**src/sa_pkg.sv**
```systemverilog
package sa_pkg;

    // Matrix and datapath sizes
    localparam int n           = 4;
    localparam int data_width  = 32;
    localparam int addr_width  = 13;
    localparam int total_elems = n * n;

    // Cycles from a memory request to its response or write completion
    localparam int mem_latency = 3;

    // Last run phase cycle, the one that feeds X[n-1][n-1] into row n-1
    localparam int run_last = 3 * n - 2;

    // One signed matrix element, wraps on overflow
    typedef logic signed [data_width-1:0] data_t;

    // One memory word address
    typedef logic [addr_width-1:0] addr_t;

    // Element index into a flattened row-major matrix
    typedef logic [$clog2(total_elems)-1:0] idx_t;

    // Row or column index with room to hold n itself
    typedef logic [$clog2(n):0] row_t;

    // Run phase counter, 0 to run_last
    typedef logic [$clog2(run_last+1)-1:0] phase_t;

    // Memory latency timer
    typedef logic [$clog2(mem_latency+1)-1:0] lat_t;

    typedef enum logic [3:0] {
        idle,
        load_w_req,
        load_w_wait,
        load_x_req,
        load_x_wait,
        run,
        capture,
        store_req,
        store_wait,
        finish
    } ctrl_state_t;

endpackage

```
**src/sa_operand_buffer.sv**
```systemverilog
`timescale 1ns/1ps

module sa_operand_buffer (
    input  logic          clk,
    input  logic          rst_n,
    input  logic          wr_en,
    input  logic          wr_sel_x,
    input  sa_pkg::idx_t  wr_idx,
    input  sa_pkg::data_t wr_data,
    input  sa_pkg::idx_t  w_rd_idx  [sa_pkg::n],
    input  sa_pkg::idx_t  x_rd_idx  [sa_pkg::n],
    output sa_pkg::data_t w_rd_data [sa_pkg::n],
    output sa_pkg::data_t x_rd_data [sa_pkg::n]
);

    // Row-major copies of W and X
    sa_pkg::data_t w_mem [sa_pkg::total_elems];
    sa_pkg::data_t x_mem [sa_pkg::total_elems];

    always_ff @(posedge clk or negedge rst_n) begin
        if (!rst_n) begin
            for (int e = 0; e < sa_pkg::total_elems; e++) begin
                w_mem[e] <= '0;
                x_mem[e] <= '0;
            end
        end else if (wr_en) begin
            if (wr_sel_x) begin
                x_mem[wr_idx] <= wr_data;
            end else begin
                w_mem[wr_idx] <= wr_data;
            end
        end
    end

    // One read lane per array column for W and per array row for X
    always_comb begin
        for (int l = 0; l < sa_pkg::n; l++) begin
            w_rd_data[l] = w_mem[w_rd_idx[l]];
            x_rd_data[l] = x_mem[x_rd_idx[l]];
        end
    end

endmodule

```
**config.mk**
```make
export PLATFORM = sky130hd
export DESIGN_NAME = sa_operand_buffer
export DESIGN_NICKNAME = d
export VERILOG_FILES = /design/src/sa_pkg.sv /design/src/sa_operand_buffer.sv
export SDC_FILE = /design/constraint.sdc
export NUM_CORES = 2
export LEC_CHECK = 0
export BUFFER_PORTS_ARGS = -buffer_cell sky130_fd_sc_hd__buf_2
export CORE_MARGIN = 4
export CORE_UTILIZATION = 55
export CTS_CLUSTER_DIAMETER = 120
export DETAILED_ROUTE_END_ITERATION = 10
export GPL_TIMING_DRIVEN = 0
export HOLD_SLACK_MARGIN = 0.12
export PLACE_DENSITY = 0.77
export SYNTH_ARGS = -nofsm -noshare
export SYNTH_HDL_FRONTEND = slang
export SYNTH_SLANG_ARGS = --single-unit
```
**constraint.sdc**
```tcl
create_clock -name clk -period 3.3 [get_ports clk]
set_input_delay 0.33 -clock clk [delete_from_list [all_inputs] [get_ports clk]]
set_output_delay 0.33 -clock clk [all_outputs]
set_load 0.02 [all_outputs]
```
# Word-level counts from Yosys, hierarchy flattened
# Index checks and enable logic that the tools add are counted.
# classes
magnitude_cmp,10
muxes,28
n_bitwise,10
reduce_logical,3
# ops
operator,n
binary-select mux 32 bit (select 4 bit),8
bitwise mux 512 bit,2
2-to-1 mux 32 bit,17
demux 32 bit (select 4 bit),1
greater-or-equal comparator 5 bit (second input constant),9
NOT 4 -> 5 bit,9
less-than comparator 5 x 1 -> 1 bit (second input constant),1
AND reduction 2 bit,2
logical AND 1 bit,1
NOT 1 bit,1
# word_totals
register_bits,1024
out_inout_bits,256

# Depth between registers and ports, before layout
# depth
ltp_word,6
ltp_mapped,6

# Worst setup path before layout
# OpenSTA, ideal clock, no wires.
# synth_path
kind,input to output
from,input w_rd_idx[12] (netlist name)
to,output w_rd_data[107] (netlist name)
t_arrival_ps,1732
setup_slack_ps,1238
path_stages,5
path_cell_list,buf_2 > buf_2 > mux4_2 > a22oi_1 > nand2_1
# synth_rtl
element,line,source
"start, declared",sa_operand_buffer.sv:10,"input sa_pkg::idx_t w_rd_idx [sa_pkg::n],"
"end, declared",sa_operand_buffer.sv:12,"output sa_pkg::data_t w_rd_data [sa_pkg::n],"

==> run_results.csv <==
group,metric,value,unit
status,status,"finished, violations left",
status,violations,"max-capacitance violations, max-slew violations, negative setup slack",
sta,rsz0062_at_grt,"false",
power,irDropWorstVdd,0.481,mV
power,p_leak,31.8,nW
finish,regArea,0.0256,mm²
finish,layout.nets,5006,
setup_path,critical_path_class,"in2out",
clock_network,clkLatencyLatePin,0.74,ns
detailed_routing,wl_met1,83.9,mm
clock_network,cts_tree,"done",
grt,grt_pass1_wl,370,mm
logic_synthesis,syn_area,0.0679,mm²
detailed_routing,drt_iter0_markers,9736,
sta,finalHoldViolCount,0,
setup_path,end_kind,"primary output",
sta,tns,-1.68,ns
finish,syn2layout_area_growth,12.0,%
sta,final-setup-viol-count,26,
setup_path,required,2.97,ns
finish,layout_common_cells,"mux4_2, dfrtp_1, mux2_2",
sta,fin_skew,0,ns
sta,period_minus_slack,3.47,ns
finish,multi_input_area,0.0399,mm²
die,die_w,359,µm
placement,port_buffers,311,
sta,period_share,105,%
sta,slew_headroom,-13.4,%
grt,grt_pass1_vias,52300,
detailed_routing,ant_nets,0,
grt,antenna_found_initial,29,
detailed_routing,first_pass_iters,9,
logic_synthesis,ys_types,24,
detailed_routing,drc_errors,0,
detailed_routing,via_per_inst,7.94,
die,pin_count,328,
finish,drive_gt1_share,54.5,%
detailed_routing,totalWireLength,262,mm
sta,slew_violations,46,
setup_path,path_max_fanout,10,
grt,grt_max_degree,169,
finish,final_core_util,62.2,%
placement,place_congestion,1.02,
clock_network,cts-buffers-inserted,111,
clock_network,cts.sinks,1024,
logic_synthesis,synthCells,4471,
clock_network,cts_buffer_depth,3,
detailed_routing,vias,53000,
setup_path,cp-start-kind,"primary input",
sta,final.setup.worst_slack,-0.166,ns
logic_synthesis,ys_ff_latch,1024,
clock_network,clkTransAtPathRegs,0.06,ns
run,cap_violations,4,
sta,fmaxAchievable,0.288,GHz
sta,worst_slew_pin_slew,1.70,ns
grt,grt_overflow,0,
die,die_area,0.129,mm²
detailed_routing,met3_length,44.6,mm
hold_path,min_path_type,"in2async",
detailed_routing,top_layer_used,"met5",
logic_synthesis,synth_area_per_cell,15.2,µm²
die,rows,128,
clock_network,htreeDepth,3,
logic_synthesis,yosys_warnings,0,
finish,fillers,9125,
logic_synthesis,synth_fp_nets,4543,
die,start_util,55.5,%
clock_network,cts_root_buffer,"clkbuf_16",
placement,dpl_cell_area,0.0716,mm²
grt,grt_usage,39.9,%
logic_synthesis,ys_seq_area_share,37.8,%
finish,stdcell_area,0.0760,mm²
detailed_routing,wire_per_inst,39.3,µm
setup_path,crit_arrival,3.14,ns
clock_network,cts_setup_buffers,0,
placement,dp_hpwl,183,mm
die,dieHeight,359,µm
detailed_routing,wl_met2,112,mm
die,design.core.area,0.122,mm²
power,power_density,600,mW/mm²
## report_power, final
part           switching, mW  leakage, nW  internal, mW
registers               3.02         13.1          15.0
logic                   6.40         16.8          7.38
clock network           5.64         1.95          8.16
## critical path, stage by stage
cell      delay [ns]
buf_2           0.15
nor2_1          0.89
clkbuf_1        0.95
a22oi_1         0.31
nand2_1         0.28
buf_2           0.22
## registers in the layout, summed over array words and instances (netlist names)
register and flops:
x_mem 512, w_mem 512
## kinds of logic after synthesis
| family | share of synthesized area, % |
|---|---|
| compound gates | 5.66 |
| buf+inv | 3.50 |
| flops | 37.8 |
| mux | 51.0 |
| simple gates | 2.09 |
## synthesized netlist by cell type
cell type / instances / area [µm²]
a22oi_1: 512 / 3840
nand4_1: 1 / 6.26
nand2_1: 268 / 1010
buf_6: 6 / 67.6
nor4b_2: 1 / 15.0
nor2_1: 20 / 75.1
and4bb_1: 1 / 12.5
mux2_2: 997 / 11200
and2_1: 8 / 50.1
buf_4: 5 / 37.5
dfrtp_1: 1024 / 25600
or3_1: 3 / 18.8
clkbuf_1: 329 / 1230
mux4_2: 1024 / 23100
nor3_2: 1 / 10.0
and3_1: 3 / 18.8
buf_1: 16 / 60.1
clkbuf_2: 1 / 5.00
nand4b_1: 3 / 26.3
mux2_1: 27 / 304
buf_2: 194 / 971
and4bb_2: 2 / 25.0
nor2b_1: 21 / 131
nand2b_1: 4 / 25.0
## metrics by stage
stage | std cells | hold slack, ns | setup WS, ns | power [mW]
finish | 6667 | 0.137 | -0.166 | 45.6
global route | 6652 | 0.209 | 0.000793 | 46.9
CTS | 6650 | 0.178 | 0.0571 | 45.0
detailed placement | 6413 | 0.317 | -0.196 | 31.4
global placement | 6407 | 0.518 | -20.23 | 30.7
floorplan | 4471 | 0.0344 | 1.24 | 26.9
## final timing paths
path | slack (ns) | startpoint | depth (start not counted) | to
max in group asynchronous | 1.16 | rst_n | 4 | x_mem[181]$_DFFE_PN0P_
worst min-delay path | 0.14 | rst_n | 2 | w_mem[328]$_DFFE_PN0P_
worst max-delay path | -0.17 | x_rd_idx[2] | 6 | x_rd_data[19]
min in group clk | 0.26 | wr_sel_x | 4 | w_mem[255]$_DFFE_PN0P_
worst max register to register | 2.36 | w_mem[10]$_DFFE_PN0P_ | 1 | w_mem[10]$_DFFE_PN0P_
worst min register to register | 0.55 | w_mem[100]$_DFFE_PN0P_ | 1 | w_mem[100]$_DFFE_PN0P_
## final cells by class
cell class / count / area share, %
flip-flops and latches: 1024 / 33.7
repair buffers: 350 / 2.72
well taps: 1625 / 2.68
clock inverters: 45 / 0.906
plain buffers: 551 / 3.16
diodes: 17 / 0.0560
multi-input cells: 2896 / 52.5
clock buffers: 159 / 4.29
## repair_timing
item / in CTS / in global routing
resized for setup: 1 / 20
gates cloned: 0 / 0
endpoints found under the hold margin: 148 / 0
setup endpoints to repair: 7 / 9
hold buffers: 33 / 0
## per-layer routing
metal / track usage (%) / up-vias
met3: 18.9 / 1437
met5: 1.44 / -
met2: 57.2 / 5613
met1: 49.1 / 26700
met4: 24.3 / 14
li1: - / 19300
No activity file was read; power rests on OpenSTA's default activity.
