==> src/sa_pkg.sv <==
package sa_pkg;

    // Matrix and datapath sizes
    localparam int n           = 4;
    localparam int data_width  = 32;
    localparam int addr_width  = 13;
    localparam int total_elems = n * n;

    // Cycles from a memory request to its response or write completion
    localparam int mem_latency = 3;

    // Last run phase cycle, the one that feeds X[n-1][n-1] into row n-1
    localparam int run_last = 3 * n - 2;

    // One signed matrix element, wraps on overflow
    typedef logic signed [data_width-1:0] data_t;

    // One memory word address
    typedef logic [addr_width-1:0] addr_t;

    // Element index into a flattened row-major matrix
    typedef logic [$clog2(total_elems)-1:0] idx_t;

    // Row or column index with room to hold n itself
    typedef logic [$clog2(n):0] row_t;

    // Run phase counter, 0 to run_last
    typedef logic [$clog2(run_last+1)-1:0] phase_t;

    // Memory latency timer
    typedef logic [$clog2(mem_latency+1)-1:0] lat_t;

    typedef enum logic [3:0] {
        idle,
        load_w_req,
        load_w_wait,
        load_x_req,
        load_x_wait,
        run,
        capture,
        store_req,
        store_wait,
        finish
    } ctrl_state_t;

endpackage

==> src/sa_controller.sv <==
`timescale 1ns/1ps

module sa_controller (
    input  logic          clk,
    input  logic          rst_n,
    input  logic          start,
    input  sa_pkg::addr_t base_addr_w,
    input  sa_pkg::addr_t base_addr_x,
    input  sa_pkg::addr_t base_addr_out,
    output logic          done,
    output sa_pkg::addr_t mem_req_addr,
    output sa_pkg::data_t mem_req_data,
    output logic          mem_read_en,
    output logic          mem_write_en,
    input  sa_pkg::data_t mem_resp_data,
    output logic          opnd_wr_en,
    output logic          opnd_wr_sel_x,
    output sa_pkg::idx_t  opnd_wr_idx,
    output sa_pkg::data_t opnd_wr_data,
    output sa_pkg::idx_t  w_rd_idx    [sa_pkg::n],
    output sa_pkg::idx_t  x_rd_idx    [sa_pkg::n],
    input  sa_pkg::data_t w_rd_data   [sa_pkg::n],
    input  sa_pkg::data_t x_rd_data   [sa_pkg::n],
    output logic          w_shift,
    output sa_pkg::data_t w_col_in    [sa_pkg::n],
    output sa_pkg::data_t x_row_in    [sa_pkg::n],
    output logic          x_row_valid [sa_pkg::n],
    output logic          res_clear,
    input  logic          res_full,
    output sa_pkg::idx_t  res_rd_idx,
    input  sa_pkg::data_t res_rd_data
);

    sa_pkg::ctrl_state_t state;
    sa_pkg::addr_t       base_w_q;
    sa_pkg::addr_t       base_x_q;
    sa_pkg::addr_t       base_out_q;
    sa_pkg::idx_t        elem;
    sa_pkg::lat_t        timer;
    sa_pkg::phase_t      phase;

    logic start_ok;
    logic last_elem;
    logic lat_end;

    assign start_ok  = start && (state == sa_pkg::idle);
    assign last_elem = (elem == sa_pkg::idx_t'(sa_pkg::total_elems - 1));

    // Request goes out in the req state, response arrives mem_latency cycles later
    assign lat_end = (timer == sa_pkg::lat_t'(sa_pkg::mem_latency - 1));

    always_ff @(posedge clk or negedge rst_n) begin
        if (!rst_n) begin
            state      <= sa_pkg::idle;
            base_w_q   <= '0;
            base_x_q   <= '0;
            base_out_q <= '0;
            elem       <= '0;
            timer      <= '0;
            phase      <= '0;
        end else begin
            case (state)
                sa_pkg::idle: begin
                    if (start) begin
                        base_w_q   <= base_addr_w;
                        base_x_q   <= base_addr_x;
                        base_out_q <= base_addr_out;
                        elem       <= '0;
                        state      <= sa_pkg::load_w_req;
                    end
                end
                sa_pkg::load_w_req: begin
                    timer <= '0;
                    state <= sa_pkg::load_w_wait;
                end
                sa_pkg::load_w_wait: begin
                    if (!lat_end) begin
                        timer <= timer + 1'b1;
                    end else if (last_elem) begin
                        elem  <= '0;
                        state <= sa_pkg::load_x_req;
                    end else begin
                        elem  <= elem + 1'b1;
                        state <= sa_pkg::load_w_req;
                    end
                end
                sa_pkg::load_x_req: begin
                    timer <= '0;
                    state <= sa_pkg::load_x_wait;
                end
                sa_pkg::load_x_wait: begin
                    if (!lat_end) begin
                        timer <= timer + 1'b1;
                    end else if (last_elem) begin
                        phase <= '0;
                        state <= sa_pkg::run;
                    end else begin
                        elem  <= elem + 1'b1;
                        state <= sa_pkg::load_x_req;
                    end
                end
                sa_pkg::run: begin
                    if (phase == sa_pkg::phase_t'(sa_pkg::run_last)) begin
                        state <= sa_pkg::capture;
                    end else begin
                        phase <= phase + 1'b1;
                    end
                end
                sa_pkg::capture: begin
                    // Drain the array until every column has delivered n rows
                    if (res_full) begin
                        elem  <= '0;
                        state <= sa_pkg::store_req;
                    end
                end
                sa_pkg::store_req: begin
                    timer <= '0;
                    state <= sa_pkg::store_wait;
                end
                sa_pkg::store_wait: begin
                    if (!lat_end) begin
                        timer <= timer + 1'b1;
                    end else if (last_elem) begin
                        state <= sa_pkg::finish;
                    end else begin
                        elem  <= elem + 1'b1;
                        state <= sa_pkg::store_req;
                    end
                end
                sa_pkg::finish: begin
                    state <= sa_pkg::idle;
                end
                default: begin
                    state <= sa_pkg::idle;
                end
            endcase
        end
    end

    // Memory port, address and data are zero outside a request
    always_comb begin
        mem_read_en  = 1'b0;
        mem_write_en = 1'b0;
        mem_req_addr = '0;
        mem_req_data = '0;
        case (state)
            sa_pkg::load_w_req: begin
                mem_read_en  = 1'b1;
                mem_req_addr = base_w_q + sa_pkg::addr_t'(elem);
            end
            sa_pkg::load_x_req: begin
                mem_read_en  = 1'b1;
                mem_req_addr = base_x_q + sa_pkg::addr_t'(elem);
            end
            sa_pkg::store_req: begin
                mem_write_en = 1'b1;
                mem_req_addr = base_out_q + sa_pkg::addr_t'(elem);
                mem_req_data = res_rd_data;
            end
            default: begin
            end
        endcase
    end

    // Response capture into the operand buffer
    assign opnd_wr_en    = lat_end && (state == sa_pkg::load_w_wait ||
                                       state == sa_pkg::load_x_wait);
    assign opnd_wr_sel_x = (state == sa_pkg::load_x_wait);
    assign opnd_wr_idx   = elem;
    assign opnd_wr_data  = mem_resp_data;

    assign res_clear  = start_ok;
    assign res_rd_idx = elem;
    assign done       = (state == sa_pkg::finish);

    // Weights go in bottom row first so that row k ends up holding W[k][*]
    always_comb begin
        w_shift = (state == sa_pkg::run) && (int'(phase) < sa_pkg::n);
        for (int j = 0; j < sa_pkg::n; j++) begin
            w_rd_idx[j] = '0;
            w_col_in[j] = '0;
            if (w_shift) begin
                w_rd_idx[j] = sa_pkg::idx_t'((sa_pkg::n - 1 - int'(phase)) * sa_pkg::n + j);
                w_col_in[j] = w_rd_data[j];
            end
        end
    end

    // X skew, element X[i][k] enters row k at phase n+i+k
    always_comb begin
        int xi;
        for (int k = 0; k < sa_pkg::n; k++) begin
            xi = int'(phase) - sa_pkg::n - k;
            x_rd_idx[k]    = '0;
            x_row_in[k]    = '0;
            x_row_valid[k] = 1'b0;
            if (state == sa_pkg::run && xi >= 0 && xi < sa_pkg::n) begin
                x_rd_idx[k]    = sa_pkg::idx_t'(xi * sa_pkg::n + k);
                x_row_in[k]    = x_rd_data[k];
                x_row_valid[k] = 1'b1;
            end
        end
    end

endmodule

==> config.mk <==
export PLATFORM = sky130hd
export DESIGN_NAME = sa_controller
export DESIGN_NICKNAME = d
export VERILOG_FILES = /design/src/sa_pkg.sv /design/src/sa_controller.sv
export SDC_FILE = /design/constraint.sdc
export NUM_CORES = 1
export LEC_CHECK = 0
export ABC_AREA = 1
export BUFFER_PORTS_ARGS = -buffer_cell sky130_fd_sc_hd__buf_2
export CAP_MARGIN = 30
export CORE_AREA = 2 2 287 289
export CTS_CLUSTER_DIAMETER = 80
export DETAILED_ROUTE_END_ITERATION = 8
export DIE_AREA = 0 0 289 291
export GPL_TIMING_DRIVEN = 0
export SETUP_SLACK_MARGIN = 0.05
export SLEW_MARGIN = 10
export SYNTH_ARGS = -nofsm -noshare
export SYNTH_HDL_FRONTEND = slang
export SYNTH_SLANG_ARGS = --single-unit
==> constraint.sdc <==
create_clock -name clk -period 2.8 [get_ports clk]
set_input_delay 0 -clock clk [delete_from_list [all_inputs] [get_ports clk]]
set_output_delay 0 -clock clk [all_outputs]
set_load 0.05 [all_outputs]
Word-level counts from Yosys, hierarchy flattened

Index checks and enable logic that the tools add are counted.
W data, S select, Z words.

Add/sub/neg operators: 17
$lt $le $gt $ge: 9
Equal/unequal tests: 23
Muxes and demuxes: 47
Reduce and logical (&&, ||, !) cells: 25

Operator list:

| operator              | count |
|---|---|
| $mux W32              | 9 |
| $mux W4               | 24 |
| $add A13 B4 Y13       | 3 |
| $pmux W13 S3          | 1 |
| $pmux W4 S9           | 1 |
| $ge A6 B1 Y1 const B  | 3 |
| $lt A6 B4 Y1 const B  | 3 |
| $add A4 B3 Y4 const B | 4 |
| $eq A4 B3 Y1 const B  | 4 |
| $eq A4 B4 Y1 const B  | 4 |
| $ne A2 B2 Y1 const B  | 8 |
| $pmux W4 S4           | 1 |
| $reduce_and A6 Y1     | 2 |
| $sub A5 B3 Y6 const B | 2 |
| $logic_and A1 B1 Y1   | 11 |
| $add A4 B1 Y4 const B | 2 |
| $add A4 B2 Y4 const B | 2 |
| $eq A4 B2 Y1 const B  | 2 |
| $pmux W4 S2           | 1 |
| $mux W1               | 6 |
| $ne A2 B1 Y1 const B  | 3 |
| $reduce_or A3 Y1      | 2 |
| $sub A5 B2 Y6 const B | 1 |
| $ge A5 B1 Y1 const B  | 1 |
| other kinds (17)      | 21 |

Flip-flop bits (word level): 53
Word-level logic and storage cells: 128

Longest topological paths before layout

Gate-level depths: netlist of run 1.

Depth in word-level cells: 6
Mapped depth: 17
Depth with buffers taken out: 17

Worst setup path before layout of run 1

OpenSTA, ideal clock, no wires.

Path type: register to output
From: register phase[1]
To: output x_rd_idx[6] in the netlist's numbering
Arrival time: 3.096 ns
Data required time: 2.800 ns
Slack: -0.296 ns
Cell stages (with the launch flop): 9
Buffers on the path: 1
Cells stage by stage: dfrtp_1 -> inv_1 -> ha_1 -> fa_1 -> nand4_1 -> nor2_1 -> inv_2 -> clkbuf_1 -> nor2_1

RTL lines:

| element                | line                 | text |
|---|---|---|
| from (decl)            | sa_controller.sv:40  | `sa_pkg::phase_t phase;` |
| from (signal assigned) | sa_controller.sv:106 | `phase <= phase + 1'b1;` |
| to (decl)              | sa_controller.sv:21  | `output sa_pkg::idx_t x_rd_idx [sa_pkg::n],` |

Worst setup path in the final report of run 1

From: register state[2]
To: output mem_req_addr[12]

Word-level cells in the longest chain between the ends: 2

RTL lines:

| element                                    | line                 | text |
|---|---|---|
| from (decl)                                | sa_controller.sv:34  | `sa_pkg::ctrl_state_t state;` |
| from (signal assigned)                     | sa_controller.sv:54  | `state <= sa_pkg::idle;` |
| from (signal assigned)                     | sa_controller.sv:69  | `state <= sa_pkg::load_w_req;` |
| from (signal assigned)                     | sa_controller.sv:74  | `state <= sa_pkg::load_w_wait;` |
| $eq A4 B3 Y1, or another cell as far along | sa_controller.sv:146 | `case (state)` |
| $pmux W13 S3 *                             | sa_controller.sv:146 |  |
| to (decl)                                  | sa_controller.sv:11  | `output sa_pkg::addr_t mem_req_addr,` |

Mark *: on every way between the ends. The rest lies on a longest branch, timed or not.

==> impl_metrics.sql, run 1 <==
INSERT INTO impl_metrics (metric_group, metric, value, unit) VALUES
('sta', 'setup_tns', '-0.0579', 'ns'),
('cells_and_area', 'syn_to_final_growth', '100', '%'),
('yosys', 'number_of_enable_flip_flop_cells_after_synthesis', '0', ''),
('yosys', 'netlist_area', '6210', 'um^2'),
('power_and_ir_drop', 'power.leakage', '8.02', 'nW'),
('power_and_ir_drop', 'power.total', '0.00736', 'W'),
('critical_path', 'worst_path_required', '2.80', 'ns'),
('critical_path', 'crit_path_max_incr_delay', '0.37', 'ns'),
('grt', 'overflow', '0', ''),
('grt', 'grt_util_all_layers', '11.9', '%'),
('route', 'wirelength', '53900', 'um'),
('clock_tree', 'cts_made_buffers', '5', ''),
('sta', 'worst_slew_pin_slew', '0.586', 'ns'),
('cells_and_area', 'design.final.nets', '2255', ''),
('min_path', 'min_path_type', 'input pin to register', ''),
('yosys', 'ys_seq_elements', '53', ''),
('route', 'detail_route.first_pass.iterations', '5', ''),
('sta', 'final.setup.worst_slack', '-0.0488', 'ns'),
('critical_path', 'kind_of_start_point_of_the_critical_path', 'register', ''),
('sta', 'post-route-period-util', '102', '%'),
('sta', 'final_max_slew_viol_count', '0', ''),
('cells_and_area', 'final_design_area_no_fill', '12400', 'um^2'),
('placement', 'portBuffers', '706', ''),
('die', 'die_w', '289', 'um'),
('route', 'route.detailed.drc', '0', ''),
('cells_and_area', 'finish.utilization', '15.3', '%'),
('grt', 'grt_start_max_net_pins', '31', ''),
('critical_path', 'cell_by_cell_trace_of_the_critical_path', 'buf_6 > inv_8 > nand2_8 > nor2_4 > nand2_1 > a22oi_2 > ha_2 > inv_2 > fa_2 > inv_2 > nand3_2 > nand2_4 > nand3_4 > nor2_4 > nand3_2 > nor2_4 > nor2_4 > buf_8', ''),
('route', 'drt_wl_cell', '18.3', 'um'),
('cells_and_area', 'multi_input_area', '3210', 'um^2'),
('sta', 'fmax', '351', 'MHz'),
('yosys', 'netlist_top_cells_area', 'dfrtp_1 (21%), inv_1 (21%), nor2_1 (18%)', ''),
('grt', 'grt_first_pass_wirelength', '68300', 'um'),
('die', 'placementRows', '105', ''),
('clock_tree', 'clock_path_buffers', '2', ''),
('route', 'detailedRoute.firstIterationViolations', '381', ''),
('grt', 'grt_antenna_before_repair', '48', ''),
('sta', 'finalHoldViolCount', '0', ''),
('die', 'initial_utilization', '7.65', '%'),
('clock_tree', 'cts_max_level', '2', ''),
('sta', 'finalCriticalPeriod', '2.85', 'ns'),
('placement', 'post-place-cells', '2862', ''),
('cells_and_area', 'final_layout_size_suffix_gt1_share', '52.7', '%'),
('yosys', 'syn-mean-instance-area', '5.76', 'um^2'),
('clock_tree', 'clkSinkCount', '53', ''),
('cells_and_area', 'regArea', '1340', 'um^2'),
('sta', 'finalSetupViolCount', '2', ''),
('grt', 'grt_pass1_vias', '8620', ''),
('yosys', 'synthArstFlopShare', '100', '%'),
('sta', 'largest_clock_skew_in_the_final_design', '0.00330', 'ns'),
('route', 'antenna_left', '0', ''),
('die', 'placeable_area', '81200', 'um^2'),
('yosys', 'synth_area_leader_cell', 'dfrtp_1', ''),
('yosys', 'synth_cell_types', '39', ''),
('status', 'failed_checks', 'negative setup slack', ''),
('critical_path', 'critical_path.most_common_cell', 'nor2_4', ''),
('die', 'die_area', '84100', 'um^2'),
('yosys', 'yosysMostFrequentCell', 'inv_1', ''),
('cells_and_area', 'fill_cells', '9345', ''),
('yosys', 'synth-warning-count', '0', ''),
('die', 'pin_count', '747', ''),
('route', 'detail_route.vias_per_cell', '3.24', ''),
('critical_path', 'worst_path_max_delay_cell', 'dfrtp_1', ''),
('yosys', 'synthesis.instances', '1078', ''),
('power_and_ir_drop', 'irDropWorstVdd', '0.545', 'mV'),
('die', 'dieHeight', '291', 'um'),
('clock_tree', 'cts_tree', 'built', ''),
('status', 'outcome', 'finished with violations', ''),
('job', 'timing.max_cap.violations', '0', ''),
('yosys', 'ys_seq_area_share', '21.3', '%'),
('critical_path', 'setup.worst_path.end_class', 'output pin', '');
[registers in the layout, summed over array words and instances, names as in the netlist]
name,flops
base_out_q,13
base_w_q,13
base_x_q,13
opnd_wr_idx,4
phase,4
state,4
timer,2
[where the power goes]
part	internal, W	leakage, nW	total, W	switching [W]
Clock	0.000448	0.0841	0.000736	0.000289
Combinational	0.00170	7.29	0.00523	0.00353
Sequential	0.00112	0.644	0.00139	0.000276
Total	0.00327	8.02	0.00736	0.00409
[layout make-up]
| class | count | share of cell area (%) |
|---|---|---|
| Clock inverter | 1 | 0.241 |
| Inverter | 351 | 10.8 |
| Multi-Input combinational cell | 586 | 25.8 |
| Antenna cell | 4 | 0.0805 |
| Sequential cell | 53 | 10.7 |
| Timing Repair Buffer | 782 | 35.0 |
| Buffer | 95 | 5.43 |
| Tap cell | 1070 | 10.8 |
| Clock buffer | 7 | 1.15 |
[timing repair]
item,CTS,global route
hold endpoints to repair,62,0
setup buffers,22,13
pin swaps,17,23
endpoints found under the setup margin,242,59
hold buffers,40,0
resized for setup,64,50
[worst max-delay path, delay by kind of cell, from the launching register on]
kind            cells  cell delay (ns)
flops               1             0.37
compound gates      1             0.15
simple gates       10             1.01
buf+inv             5             0.44
fa+ha+maj           2             0.57
[metrics by stage]
step | worst slack (ns) | hold slack, ns
global route | -0.122 | 0.205
global placement | -0.563 | 0.219
detailed placement | -0.579 | 0.0281
CTS | -0.0977 | 0.154
finish | -0.0488 | 0.170
floorplan | -0.138 | -0.296
[final timing paths]
path	startpoint	end	slack, ns	cells after the start
max	state[2]	mem_req_addr[12]	-0.05	18
min	res_full	state[1]	0.17	6
max reg2reg	state[0]	base_w_q[4]	0.72	8
min reg2reg	base_x_q[9]	base_x_q[9]	0.49	1
max in group asynchronous	rst_n	base_x_q[12]	2.00	3
min in group asynchronous	rst_n	base_w_q[10]	0.23	2
[kinds of logic (layout without fill, tap and decap cells)]
family / count (synthesis) / in the layout / synth area share, %
xor gates and xnor gates: 5 / 5 / 0.705
DFF: 53 / 53 / 21.3
muxes: 30 / 30 / 5.42
AOI/OAI and AO/OA: 60 / 60 / 5.46
and+or+nand+nor: 465 / 465 / 31.3
adders and majority gates: 18 / 18 / 3.87
buffers and inverters: 446 / 1236 / 31.8
other: 1 / 12 / 0.0604
[metal layers]
layer	vias to the layer above	track usage [%]	wire length, um
li1	4549	-	-
met1	4290	13.9	21100
met2	599	22.3	27200
met3	105	2.33	4190
met4	0	2.09	1450
met5	-	0	0
[cell usage in the layout (no fill, tap or decap), drive strengths merged, types with 3 or more instances in the layout]
| cell | netlist | final |
|---|---|---|
| nor3 | 3 | 3 |
| mux2 | 29 | 29 |
| diode | 0 | 4 |
| nand3 | 34 | 34 |
| nand2 | 84 | 84 |
| dfrtp | 53 | 53 |
| conb | 1 | 8 |
| nor2 | 340 | 340 |
| clkbuf | 6 | 18 |
| dlygate4sd3 | 0 | 40 |
| o22ai | 4 | 4 |
| inv | 350 | 348 |
| a21oi | 18 | 18 |
| nand4 | 3 | 3 |
| buf | 89 | 826 |
| o21ai | 29 | 29 |
| xor2 | 4 | 4 |
| a22oi | 3 | 3 |
| ha | 16 | 16 |
No activity file was read; power rests on OpenSTA's default activity.
==> run 2: changes to the inputs <==
--- a/config.mk
+++ b/config.mk
@@ -13,7 +13,7 @@
 export DETAILED_ROUTE_END_ITERATION = 8
 export DIE_AREA = 0 0 289 291
 export GPL_TIMING_DRIVEN = 0
-export SETUP_SLACK_MARGIN = 0.05
+export SETUP_SLACK_MARGIN = 0.5
 export SLEW_MARGIN = 10
 export SYNTH_ARGS = -nofsm -noshare
 export SYNTH_HDL_FRONTEND = slang
==> run 2 against run 1 <==
The run still ends with negative setup slack left; sequential power hardly changed; sequential cell count unchanged; final cell count grew 2.7%; combinational power increased by 24%; clock power shrank 7.5%.
==> impl_metrics.sql, run 2 (synthesized netlist as in run 1, its figures left out) <==
INSERT INTO impl_metrics (metric_group, metric, value, unit) VALUES
('status', 'outcome', 'finished with violations', ''),
('status', 'failed_checks', 'negative setup slack', ''),
('die', 'dieHeight', '291', 'um'),
('sta', 'post-route-period-util', '103', '%'),
('cells_and_area', 'fill_cells', '8868', ''),
('die', 'placementRows', '105', ''),
('cells_and_area', 'largest_registers', 'base_out_q: 13 flops, base_w_q: 13 flops, base_x_q: 13 flops', ''),
('critical_path', 'kind_of_start_point_of_the_critical_path', 'register', ''),
('placement', 'final_wtd_congestion', '0.872', ''),
('route', 'detail_route.vias_per_cell', '3.30', ''),
('route', 'detailedRoute.firstIterationViolations', '370', ''),
('die', 'initial_utilization', '7.65', '%'),
('placement', 'post-place-cells', '2862', ''),
('sta', 'rsz0062_at_grt', 'yes', ''),
('sta', 'largest_clock_skew_in_the_final_design', '0.00518', 'ns'),
('clock_tree', 'clkTransAtPathRegs', '0.08', 'ns'),
('cells_and_area', 'most-common-layout-cells', 'buf_2 (479), inv_1 (329), buf_4 (153)', ''),
('grt', 'overflow', '0', ''),
('sta', 'worst_slew_pin_slew', '0.502', 'ns'),
('clock_tree', 'cts.root.buffer_cell', 'clkbuf_16', ''),
('grt', 'grt_start_max_net_pins', '35', ''),
('power_and_ir_drop', 'power.total', '0.00856', 'W'),
('cells_and_area', 'final_layout_size_suffix_gt1_share', '66.4', '%'),
('route', 'route.detailed.drc', '0', ''),
('critical_path', 'critical_path_peak_fanout', '4', ''),
('critical_path', 'worst_path_required', '2.80', 'ns'),
('grt', 'grt_antenna_before_repair', '36', ''),
('sta', 'hold_ws', '0.150', 'ns'),
('min_path', 'min_path_type', 'input pin to register', ''),
('cells_and_area', 'syn_to_final_growth', '173', '%'),
('die', 'pin_count', '747', ''),
('grt', 'grt_pass1_vias', '9641', ''),
('route', 'detailroute.via_count', '9994', ''),
('power_and_ir_drop', 'power_density', '505', 'nW/um^2'),
('sta', 'finalSetupViolCount', '6', ''),
('clock_tree', 'cts_made_buffers', '5', ''),
('sta', 'finalHoldViolCount', '0', ''),
('power_and_ir_drop', 'irDropWorstVdd', '0.498', 'mV'),
('die', 'die_w', '289', 'um'),
('route', 'antenna_left', '0', ''),
('cells_and_area', 'design.final.nets', '2329', ''),
('clock_tree', 'worst_skew_pair.late_latency', '0.31', 'ns'),
('cells_and_area', 'layoutNonFillerInstCount', '3029', ''),
('sta', 'final_max_slew_viol_count', '0', ''),
('power_and_ir_drop', 'power.leakage', '9.01', 'nW'),
('sta', 'timing.slew.headroom', '66.6', '%'),
('route', 'drt_wl_cell', '20.2', 'um'),
('job', 'timing.max_cap.violations', '0', ''),
('route', 'detail_route.first_pass.iterations', '4', ''),
('placement', 'portBuffers', '706', ''),
('placement', 'detailed_place_hpwl', '50800', 'um'),
('clock_tree', 'clkSinkCount', '53', ''),
('clock_tree', 'clock_path_buffers', '2', ''),
('sta', 'final.setup.worst_slack', '-0.0898', 'ns'),
('die', 'placeable_area', '81200', 'um^2'),
('die', 'die_area', '84100', 'um^2'),
('grt', 'grt_first_pass_wirelength', '76600', 'um'),
('sta', 'fmax', '346', 'MHz'),
('route', 'wirelength', '61100', 'um'),
('cells_and_area', 'most_frequent_standard_cell_in_the_layout_excluding_fill_and_tap_cells', 'buf_2', ''),
('critical_path', 'setup.worst_path.end_class', 'output pin', ''),
('sta', 'finalCriticalPeriod', '2.89', 'ns'),
('sta', 'setup_tns', '-0.368', 'ns'),
('critical_path', 'crit_type', 'register to output pin', ''),
('clock_tree', 'cts_max_level', '2', ''),
('placement', 'preCtsSetupSlack', '-0.222', 'ns'),
('critical_path', 'worst_ep_arrival_time', '2.89', 'ns'),
('grt', 'grt_util_all_layers', '13.3', '%'),
('clock_tree', 'cts_tree', 'built', '');
-- run 2: area by class of cell --
type                            count  area [um^2]  share of cell area (%)
Inverter                          351         1400                    8.26
Antenna cell                       10         25.0                   0.148
Timing Repair Buffer              856         7090                    41.8
Tap cell                         1070         1340                    7.90
Clock buffer                        6          139                   0.819
Buffer                             95          975                    5.75
Multi-Input combinational cell    586         4630                    27.3
Sequential cell                    53         1340                    7.90
Clock inverter                      2         17.5                   0.103
-- run 2: critical path, cell delays in order (launching register included) --
cell and delay (ns):
dfrtp_2 0.45, inv_6 0.11, nand2_8 0.06, nor2_4 0.16, nand2_2 0.09, a22oi_2 0.14, ha_2 0.22, inv_2 0.04
fa_2 0.33, inv_2 0.08, nand3_2 0.08, nand2_4 0.11, nand3_4 0.10, nor2_4 0.20, buf_4 0.14, nor2_2 0.04
nor2_4 0.10, buf_8 0.15
-- run 2: worst paths after layout --
kind                                    to         start  slack, ns  cells past startpoint
max                        mem_req_addr[8]      state[3]      -0.09                     17
min                               state[1]      res_full       0.15                      6
max reg2reg                  base_out_q[9]      state[0]       0.14                     13
min reg2reg                   base_x_q[10]  base_x_q[10]       0.50                      1
max in group asynchronous         phase[1]         rst_n       2.02                      3
min in group asynchronous      base_x_q[9]         rst_n       0.19                      2
-- run 2: timing repair --
| action | in CTS | in global routing |
|---|---|---|
| pin swaps | 54 | 56 |
| endpoints found under the setup margin | 302 | 314 |
| setup buffers | 70 | 28 |
| gates resized for setup | 656 | 341 |
| hold buffers | 40 | 0 |
| gates cloned | 8 | 3 |
| hold endpoints to repair | 58 | 0 |
-- run 2: where the power goes --
| group | switching, W | total (W) | leakage, nW | internal (W) |
|---|---|---|---|---|
| Sequential | 0.000260 | 0.00138 | 0.644 | 0.00112 |
| Clock | 0.000319 | 0.000681 | 0.0775 | 0.000362 |
| Combinational | 0.00412 | 0.00650 | 8.29 | 0.00238 |
| Total | 0.00470 | 0.00856 | 9.01 | 0.00386 |
-- run 2: per-stage QoR --
step	cell area, um^2	util [%]
after floorplan	7060	-
after global placement	11900	14.7
after detailed placement	12000	14.7
after CTS	15600	19.2
after global routing	17000	20.9
final	17000	20.9
-- run 2: metal layers --
metal / vias to the layer above / share of wire (%) / global-route usage, %
met5: - / 0 / 0
met4: 0 / 3.3 / 3.24
met3: 106 / 9.9 / 5.02
met2: 528 / 51 / 24.8
met1: 4628 / 36 / 13.8
li1: 4732 / - / -
